===== src/common/mips_pkg.sv =====
package mips_pkg;

    localparam int XLEN            = 32;
    localparam int REG_ADDR_W      = 5;
    localparam int NUM_REGS        = 32;
    localparam int IMM_W           = 16;
    localparam int JADDR_W         = 26;
    localparam int PC_J_W          = JADDR_W + 2;     // jump field plus the word offset
    localparam int SHAMT_W         = $clog2(XLEN);
    localparam int MEM_WAIT_CYCLES = 5;
    localparam int WAIT_CNT_W      = $clog2(MEM_WAIT_CYCLES);

    // primary opcode, instr[31:26]
    typedef enum logic [5:0] {
        R_TYPE = 6'b000000,
        J      = 6'b000010,
        BEQ    = 6'b000100,
        BNE    = 6'b000101,
        ADDI   = 6'b001000,
        ADDIU  = 6'b001001,
        ANDI   = 6'b001100,
        ORI    = 6'b001101,
        XORI   = 6'b001110,
        LUI    = 6'b001111,
        LW     = 6'b100011,
        SW     = 6'b101011
    } opcode_e;

    // function code, instr[5:0] of R_TYPE
    typedef enum logic [5:0] {
        SLL     = 6'b000000,
        SRL     = 6'b000010,
        SRA     = 6'b000011,
        SLLV    = 6'b000100,
        SRLV    = 6'b000110,
        SYSCALL = 6'b001100,
        ADD     = 6'b100000,
        ADDU    = 6'b100001,
        SUB     = 6'b100010,
        SUBU    = 6'b100011,
        AND     = 6'b100100,
        OR      = 6'b100101,
        XOR     = 6'b100110,
        NOR     = 6'b100111,
        SLT     = 6'b101010
    } funct_e;

    typedef enum logic [3:0] {
        ALU_ADD, ALU_SUB, ALU_AND, ALU_OR, ALU_XOR, ALU_NOR,
        ALU_SLL, ALU_SRL, ALU_SRA, ALU_SLT, ALU_EQ
    } alu_op_e;

    typedef struct packed {
        logic [XLEN-1:0] a;
        logic [XLEN-1:0] b;                 // shift amount in low bits for shifts
        alu_op_e         op;
    } alu_req_t;

    typedef struct packed {
        logic                  we;
        logic [REG_ADDR_W-1:0] rd;
        logic                  sel_mem;     // write back mem_rdata, not the alu
    } wb_req_t;

    typedef struct packed {
        logic [XLEN-1:0] addr;
        logic [XLEN-1:0] wdata;
        logic            we;
        logic            re;
    } mem_req_t;

    typedef struct packed {
        logic              branch_en;
        logic [XLEN-1:0]   branch_target;   // pc-relative offset
        logic              j_en;
        logic [PC_J_W-1:0] j_target;
    } redirect_t;

endpackage

===== src/logic/exec_core.sv =====
module exec_core (
    input  logic                        clk,
    input  logic                        rst_b,
    input  logic [mips_pkg::XLEN-1:0]   instr,
    input  logic [mips_pkg::XLEN-1:0]   mem_rdata,
    output logic [mips_pkg::XLEN-1:0]   mem_addr,
    output logic [mips_pkg::XLEN-1:0]   mem_wdata,
    output logic                        mem_we,
    output logic [mips_pkg::XLEN-1:0]   pc_branch,
    output logic                        pc_branch_en,
    output logic [mips_pkg::PC_J_W-1:0] pc_j,
    output logic                        pc_j_en,
    output logic                        halted_signal,
    output logic                        wait_sig
);
    import mips_pkg::*;

    logic [REG_ADDR_W-1:0] rs_num;
    logic [REG_ADDR_W-1:0] rt_num;
    logic [XLEN-1:0]       rs_data;
    logic [XLEN-1:0]       rt_data;
    logic [XLEN-1:0]       alu_result;
    logic [XLEN-1:0]       rd_data;
    logic                  rd_we;
    logic                  halt_req;
    alu_req_t              alu_req;
    wb_req_t               wb_req;
    mem_req_t              mem_req;
    mem_req_t              mem_req_gated;
    redirect_t             redirect;

    assign rd_data   = wb_req.sel_mem ? mem_rdata : alu_result;   // lw takes memory data
    assign mem_addr  = mem_req_gated.addr;
    assign mem_wdata = mem_req_gated.wdata;
    assign mem_we    = mem_req_gated.we;

    instr_decoder u_decoder (
        .instr(instr), .rs_data(rs_data), .rt_data(rt_data), .alu_result(alu_result),
        .rs_num(rs_num), .rt_num(rt_num), .alu_req(alu_req), .wb_req(wb_req),
        .mem_req(mem_req), .redirect(redirect), .halt_req(halt_req)
    );

    reg_file u_reg_file (
        .clk(clk), .rst_b(rst_b), .rs_num(rs_num), .rt_num(rt_num), .rd_num(wb_req.rd),
        .rd_data(rd_data), .rd_we(rd_we), .rs_data(rs_data), .rt_data(rt_data)
    );

    alu u_alu (
        .req(alu_req), .result(alu_result)
    );

    step_ctrl u_step_ctrl (
        .clk(clk), .rst_b(rst_b), .mem_req_in(mem_req), .redirect_in(redirect),
        .halt_req(halt_req), .wb_we_in(wb_req.we), .mem_req_out(mem_req_gated),
        .wb_we(rd_we), .wait_sig(wait_sig), .pc_branch(pc_branch),
        .pc_branch_en(pc_branch_en), .pc_j(pc_j), .pc_j_en(pc_j_en),
        .halted_signal(halted_signal)
    );

endmodule


===== src/logic/step_ctrl.sv =====
module step_ctrl (
    input  logic                        clk,
    input  logic                        rst_b,
    input  mips_pkg::mem_req_t          mem_req_in,
    input  mips_pkg::redirect_t         redirect_in,
    input  logic                        halt_req,
    input  logic                        wb_we_in,
    output mips_pkg::mem_req_t          mem_req_out,
    output logic                        wb_we,
    output logic                        wait_sig,
    output logic [mips_pkg::XLEN-1:0]   pc_branch,
    output logic                        pc_branch_en,
    output logic [mips_pkg::PC_J_W-1:0] pc_j,
    output logic                        pc_j_en,
    output logic                        halted_signal
);
    import mips_pkg::*;

    logic [WAIT_CNT_W-1:0] wait_cnt;
    logic                  mem_start;
    logic                  last_wait;

    assign mem_start = (mem_req_in.we || mem_req_in.re) && !wait_sig && !halted_signal;
    assign last_wait = wait_sig && (wait_cnt == WAIT_CNT_W'(MEM_WAIT_CYCLES - 1));

    // memory wait counter
    always_ff @(posedge clk) begin
        if (!rst_b) begin
            wait_sig <= 1'b0;
            wait_cnt <= '0;
        end else if (mem_start) begin
            wait_sig <= 1'b1;
            wait_cnt <= '0;
        end else if (last_wait) begin
            wait_sig <= 1'b0;
            wait_cnt <= '0;
        end else if (wait_sig) begin
            wait_cnt <= wait_cnt + 1'b1;
        end
    end

    // redirect and halt frozen during the wait
    always_ff @(posedge clk) begin
        if (!rst_b) begin
            pc_branch_en  <= 1'b0;
            pc_j_en       <= 1'b0;
            halted_signal <= 1'b0;
        end else if (!wait_sig) begin
            pc_branch_en  <= redirect_in.branch_en;
            pc_j_en       <= redirect_in.j_en;
            halted_signal <= halted_signal || halt_req;   // sticky until reset
        end
    end

    always_ff @(posedge clk) begin
        if (!wait_sig) begin
            pc_branch <= redirect_in.branch_target;
            pc_j      <= redirect_in.j_target;
        end
    end

    // lw writes on the last wait cycle, everything else outside the wait
    assign wb_we = wb_we_in && !halted_signal && (mem_req_in.re ? last_wait : !wait_sig);

    always_comb begin
        mem_req_out    = mem_req_in;
        mem_req_out.we = mem_req_in.we && wait_sig && !halted_signal;
        mem_req_out.re = mem_req_in.re && wait_sig && !halted_signal;
    end

endmodule


===== src/logic/alu.sv =====
module alu (
    input  mips_pkg::alu_req_t        req,
    output logic [mips_pkg::XLEN-1:0] result
);
    import mips_pkg::*;

    logic [SHAMT_W-1:0] shamt;

    assign shamt = req.b[SHAMT_W-1:0];   // only low bits count

    always_comb begin
        case (req.op)
            ALU_ADD: result = req.a + req.b;
            ALU_SUB: result = req.a - req.b;
            ALU_AND: result = req.a & req.b;
            ALU_OR:  result = req.a | req.b;
            ALU_XOR: result = req.a ^ req.b;
            ALU_NOR: result = ~(req.a | req.b);
            ALU_SLL: result = req.a << shamt;
            ALU_SRL: result = req.a >> shamt;
            ALU_SRA: result = $signed(req.a) >>> shamt;      // sign fill
            ALU_SLT: result = XLEN'($signed(req.a) < $signed(req.b));
            ALU_EQ:  result = XLEN'(req.a == req.b);         // branch compare
            default: result = '0;
        endcase
    end

endmodule


===== src/logic/reg_file.sv =====
module reg_file (
    input  logic                            clk,
    input  logic                            rst_b,
    input  logic [mips_pkg::REG_ADDR_W-1:0] rs_num,
    input  logic [mips_pkg::REG_ADDR_W-1:0] rt_num,
    input  logic [mips_pkg::REG_ADDR_W-1:0] rd_num,
    input  logic [mips_pkg::XLEN-1:0]       rd_data,
    input  logic                            rd_we,
    output logic [mips_pkg::XLEN-1:0]       rs_data,
    output logic [mips_pkg::XLEN-1:0]       rt_data
);
    import mips_pkg::*;

    logic [XLEN-1:0] regs [NUM_REGS];

    always_ff @(posedge clk) begin
        if (!rst_b) begin
            for (int i = 0; i < NUM_REGS; i++) begin
                regs[i] <= '0;
            end
        end else if (rd_we && (rd_num != '0)) begin   // r0 is hardwired
            regs[rd_num] <= rd_data;
        end
    end

    // async read, r0 forced to zero
    assign rs_data = (rs_num == '0) ? '0 : regs[rs_num];
    assign rt_data = (rt_num == '0) ? '0 : regs[rt_num];

endmodule


===== src/decode/instr_decoder.sv =====
module instr_decoder (
    input  logic [mips_pkg::XLEN-1:0]       instr,
    input  logic [mips_pkg::XLEN-1:0]       rs_data,
    input  logic [mips_pkg::XLEN-1:0]       rt_data,
    input  logic [mips_pkg::XLEN-1:0]       alu_result,
    output logic [mips_pkg::REG_ADDR_W-1:0] rs_num,
    output logic [mips_pkg::REG_ADDR_W-1:0] rt_num,
    output mips_pkg::alu_req_t              alu_req,
    output mips_pkg::wb_req_t               wb_req,
    output mips_pkg::mem_req_t              mem_req,
    output mips_pkg::redirect_t             redirect,
    output logic                            halt_req
);
    import mips_pkg::*;

    opcode_e               opcode;
    funct_e                funct;
    logic [REG_ADDR_W-1:0] rd_field;
    logic [SHAMT_W-1:0]    shamt;
    logic [IMM_W-1:0]      imm;
    logic [JADDR_W-1:0]    jaddr;
    logic [XLEN-1:0]       imm_sext;
    logic [XLEN-1:0]       imm_zext;
    logic [XLEN-1:0]       br_offset;
    logic                  is_beq;
    logic                  is_bne;
    logic                  is_j;
    logic                  is_lw;
    logic                  is_sw;

    // field split
    assign opcode   = opcode_e'(instr[31:26]);
    assign rs_num   = instr[25:21];
    assign rt_num   = instr[20:16];
    assign rd_field = instr[15:11];
    assign shamt    = instr[10:6];
    assign funct    = funct_e'(instr[5:0]);
    assign imm      = instr[IMM_W-1:0];
    assign jaddr    = instr[JADDR_W-1:0];

    assign imm_sext  = {{(XLEN-IMM_W){imm[IMM_W-1]}}, imm};
    assign imm_zext  = {{(XLEN-IMM_W){1'b0}}, imm};
    assign br_offset = {imm_sext[XLEN-3:0], 2'b00} + XLEN'(4);

    assign is_beq = (opcode == BEQ);
    assign is_bne = (opcode == BNE);
    assign is_j   = (opcode == J);
    assign is_lw  = (opcode == LW);
    assign is_sw  = (opcode == SW);

    // operand select and writeback control
    always_comb begin
        alu_req  = '{a: rs_data, b: rt_data, op: ALU_ADD};
        wb_req   = '{we: 1'b0, rd: rd_field, sel_mem: 1'b0};
        halt_req = 1'b0;
        case (opcode)
            R_TYPE: begin
                wb_req.we = 1'b1;
                case (funct)
                    ADD, ADDU: alu_req.op = ALU_ADD;
                    SUB, SUBU: alu_req.op = ALU_SUB;
                    AND:       alu_req.op = ALU_AND;
                    OR:        alu_req.op = ALU_OR;
                    XOR:       alu_req.op = ALU_XOR;
                    NOR:       alu_req.op = ALU_NOR;
                    SLT:       alu_req.op = ALU_SLT;
                    SLL, SRL, SRA: begin
                        alu_req.a = rt_data;
                        alu_req.b = XLEN'(shamt);          // fixed shift amount
                        alu_req.op = (funct == SLL) ? ALU_SLL :
                                     (funct == SRL) ? ALU_SRL : ALU_SRA;
                    end
                    SLLV, SRLV: begin
                        alu_req.a  = rt_data;
                        alu_req.b  = rs_data;              // alu keeps the low bits
                        alu_req.op = (funct == SLLV) ? ALU_SLL : ALU_SRL;
                    end
                    SYSCALL: begin
                        wb_req.we = 1'b0;
                        halt_req  = 1'b1;
                    end
                    default: begin
                        wb_req.we = 1'b0;
                        halt_req  = 1'b1;                  // unknown funct
                    end
                endcase
            end
            ADDI, ADDIU, ANDI, ORI, XORI: begin
                wb_req.we = 1'b1;
                wb_req.rd = rt_num;
                alu_req.b = (opcode == ADDI) ? imm_sext : imm_zext;
                case (opcode)
                    ANDI:    alu_req.op = ALU_AND;
                    ORI:     alu_req.op = ALU_OR;
                    XORI:    alu_req.op = ALU_XOR;
                    default: alu_req.op = ALU_ADD;
                endcase
            end
            LUI: begin
                wb_req.we = 1'b1;
                wb_req.rd = rt_num;
                alu_req.a = '0;                            // 0 + upper immediate
                alu_req.b = {imm, {(XLEN-IMM_W){1'b0}}};
            end
            BEQ, BNE: alu_req.op = ALU_EQ;
            LW: begin
                alu_req.b      = imm_sext;                 // address through the alu
                wb_req.we      = 1'b1;
                wb_req.rd      = rt_num;
                wb_req.sel_mem = 1'b1;
            end
            SW: alu_req.b = imm_sext;
            J: ;
            default: halt_req = 1'b1;
        endcase
    end

    // consumers of the alu result
    assign mem_req = '{addr: alu_result, wdata: rt_data, we: is_sw, re: is_lw};

    assign redirect = '{
        branch_en:     (is_beq && alu_result[0]) || (is_bne && !alu_result[0]),
        branch_target: br_offset,
        j_en:          is_j,
        j_target:      {jaddr, 2'b00}
    };

endmodule


===== config.mk =====
export PLATFORM = sky130hd
export DESIGN_NAME = exec_core
export DESIGN_NICKNAME = d
export VERILOG_FILES = /design/src/common/mips_pkg.sv /design/src/logic/exec_core.sv /design/src/logic/step_ctrl.sv /design/src/logic/alu.sv /design/src/logic/reg_file.sv /design/src/decode/instr_decoder.sv
export SDC_FILE = /design/constraint.sdc
export NUM_CORES = 2
export LEC_CHECK = 0
export BUFFER_PORTS_ARGS = -buffer_cell sky130_fd_sc_hd__buf_4
export CAP_MARGIN = 20
export CELL_PAD_IN_SITES_DETAIL_PLACEMENT = 2
export CELL_PAD_IN_SITES_GLOBAL_PLACEMENT = 2
export CORE_UTILIZATION = 40
export CTS_CLUSTER_SIZE = 8
export DETAILED_ROUTE_END_ITERATION = 12
export HOLD_SLACK_MARGIN = 0.08
export PLACE_DENSITY_LB_ADDON = 0.2
export REMOVE_ABC_BUFFERS = 1
export SKIP_CTS_REPAIR_TIMING = 1
export SLEW_MARGIN = 20
export SYNTH_ARGS = -nofsm -noshare
export SYNTH_HDL_FRONTEND = slang
export SYNTH_SLANG_ARGS = --single-unit

===== constraint.sdc =====
create_clock -name clk -period 10.15 [get_ports clk]
set_input_delay 2.03 -clock clk [delete_from_list [all_inputs] [get_ports clk]]
set_output_delay 2.03 -clock clk [all_outputs]
set_load 0.1 [all_outputs]

==> out/qor.csv <==
metric,value,unit
status,"complete, but fails checks",
violations,setup timing,
cpPeakStageDelay,0.57,ns
ys_ff_latch,1074,
ys_warn_count,0,
fillers,16800,
cts_tree,built,
ir_drop,0.000174,V
final_util,48.0,%
synth_cell_types,132,
cp-end-kind,primary output,
final_nets,6483,
leakage,30.1,nW
cpMaxStageDelayCell,mux4_2,
async_reset_ff_share,0,%
ys.flop_type,edfxtp_1,
synth_edf_count,1067,
worst-slew-pin-transition,1.20,ns
grt_pass1_wl,528000,um
worstSkewPairLatency,0.85,ns
cp-start-kind,input pin,
synth.most_common_cell,edfxtp_1,
synth_area,69600,um2
dieArea,176000,um2
antenna_found_initial,10,
avgSynthCellArea,12.0,um2
min_period_over_period,100,%
cts_made_buffers,154,
max_freq,98.3,MHz
drc,0,
ys_seq_area_share,46.3,%
worst_ep_required_time,8.12,ns
dpl.hpwl,262000,um
die_x,419,um
stdcell_area,82500,um2
ys_top_cells_by_count,"1067 x edfxtp_1, 610 x nor2_1, 592 x nor3_1, 453 x mux4_2, 254 x clkbuf_1",
io_pins,195,
arrival,8.15,ns
start_util,40.4,%
grt_pass1_vias,64000,
path_class,in2out,
maxCapViolCount,0,
cts_root_buffer,clkbuf_16,
slew_headroom,19.6,%
h-tree-depth,4,
drtIter0Drc,9122,
dr.pass1.iters,8,
ant_nets,0,
crit_buf_inv,8,
drive_gt1_share,32.7,%
grt_max_degree,61,
wl,392000,um
setup_viol,1,
vias_per_cell,7.25,
fin_crit,10.18,ns
rows,152,
area_growth,18.7,%
slew_violations,0,
power.density,191,nW/um2
yosys.area.top_type,edfxtp_1,
clock-sinks,1074,
finalPower,15.8,mW
final.setup.worst_slack,-0.0265,ns
cts.path.max_buffers,3,
placement.io_buffers,190,
netlist.area_leader.share,46.1,%
clk_pin_slew_worst_paths,0.05,ns
tns,-0.0265,ns
grt_util_all_layers,43.5,%
core_region_area,172000,um2
cp_max_fo,13,
die_h,419,um
ys_top_cells_by_area,"edfxtp_1 46%, mux4_2 15%, nor3_1 4.3%",
cp_top_family,simple AND/OR/NAND/NOR gates,
hold_path.class,reg2reg,
fin_worst_skew,0.0740,ns
place_area,77000,um2
vias,62800,
netlist_instances,5776,
finalHoldViolCount,0,
place_congestion,1.03,
grt-ovfl-total,0,
wire_per_inst,45.3,um
==> cell usage in the layout (no fill, tap or decap), drive strengths merged, types with 30 or more instances in the layout <==
| master | n |
|---|---|
| mux4 | 476 |
| mux2 | 93 |
| clkbuf | 185 |
| a211oi | 116 |
| ha | 104 |
| nor2 | 613 |
| mux2i | 215 |
| o211ai | 56 |
| a221oi | 48 |
| o31ai | 40 |
| nand3 | 120 |
| inv | 115 |
| a21o | 38 |
| nor3 | 726 |
| o221ai | 30 |
| a21oi | 227 |
| a31oi | 33 |
| or3 | 33 |
| conb | 36 |
| buf | 951 |
| a22oi | 36 |
| o22ai | 45 |
| edfxtp | 1067 |
| nand2b | 32 |
| nand2 | 250 |
| o21ai | 179 |
==> final cells by class <==
| class | count | area, um2 | share of cell area (%) |
|---|---|---|---|
| inverters | 113 | 425 | 0.515 |
| clock inverters | 19 | 389 | 0.471 |
| clock buffers | 175 | 3940 | 4.78 |
| multi-input cells | 4007 | 34400 | 41.7 |
| repair buffers | 961 | 8280 | 10.0 |
| diodes | 2 | 5.00 | 0.00606 |
| flip-flops and latches | 1074 | 32200 | 39.0 |
| well taps | 2310 | 2890 | 3.50 |
==> routing by layer <==
layer	track usage (%)	share of wire (%)
met3	12.0	13
met5	0	0.047
met4	31.2	8.2
met2	65.5	44
met1	53.9	35
==> flip-flops by register name (all words and copies together) (netlist names) <==
| register | flops |
|---|---|
| u_step_ctrl.pc_branch | 17 |
| u_step_ctrl.pc_j_en | 1 |
| u_step_ctrl.halted_signal | 1 |
| u_reg_file.regs | 1024 |
| u_step_ctrl.pc_j | 26 |
| u_step_ctrl.wait_sig | 1 |
| u_step_ctrl.pc_branch_en | 1 |
| u_step_ctrl.wait_cnt | 3 |
==> worst reg2reg max path, stage by stage (launching register included) <==
cell and delay [ns]:
edfxtp_1 0.42, mux4_2 0.49, mux2_2 0.29, or4_1 0.41
nand3_1 0.19, nor2_1 0.10, a221o_1 0.36, ha_4 0.32
buf_4 0.18, o221ai_4 0.14, o311ai_2 0.29, buf_4 0.19
nor2_1 0.05, or4_1 0.44, a32o_1 0.27, a21oi_1 0.24
o2111ai_1 0.17, buf_4 0.21, or4_1 0.52, and3_1 0.24
buf_4 0.16, a211oi_4 0.14, buf_4 0.45, nor3_1 0.23
==> per-stage QoR <==
step           hold slack, ns  cells  setup WS, ns
3_3_place_gp            0.491   8409        -0.500
3_5_place_dp            0.513   8409        -0.686
5_1_grt                 0.552   8659       -0.0487
4_1_cts                 0.525   8603        -0.749
6_report                0.519   8661       -0.0265
2_1_floorplan           0.477   5194         -1.05
==> power by group <==
group	total [mW]	internal, mW	switching (mW)	leakage (nW)
registers	5.16	5.05	0.113	11.1
logic	5.72	1.71	4.02	16.9
clock network	4.92	2.77	2.15	2.09
==> final timing paths <==
check,from,endpoint,slack [ns],cells past startpoint
max,instr[21],mem_addr[16],-0.03,25
min,u_step_ctrl.wait_cnt[1],u_step_ctrl.wait_cnt[1],0.52,2
max reg2reg,u_reg_file.regs[28][5],u_reg_file.regs[22][16],3.31,23
min reg2reg,u_step_ctrl.wait_cnt[1],u_step_ctrl.wait_cnt[1],0.52,2
==> cells by family (layout without fill, tap and decap cells) <==
logic type	after synthesis	in the layout	share of synthesized area, %
muxes	784	784	20.1
buffers and inverters	730	1268	5.73
xor gates and xnor gates	26	26	0.327
other	1	38	0.00539
adders and majority gates	106	106	1.93
DFF	1074	1074	46.3
AOI/OAI and AO/OA	1099	1099	11.4
and+or+nand+nor	1956	1956	14.2
Note: power is estimated with default switching activity, not from simulation.
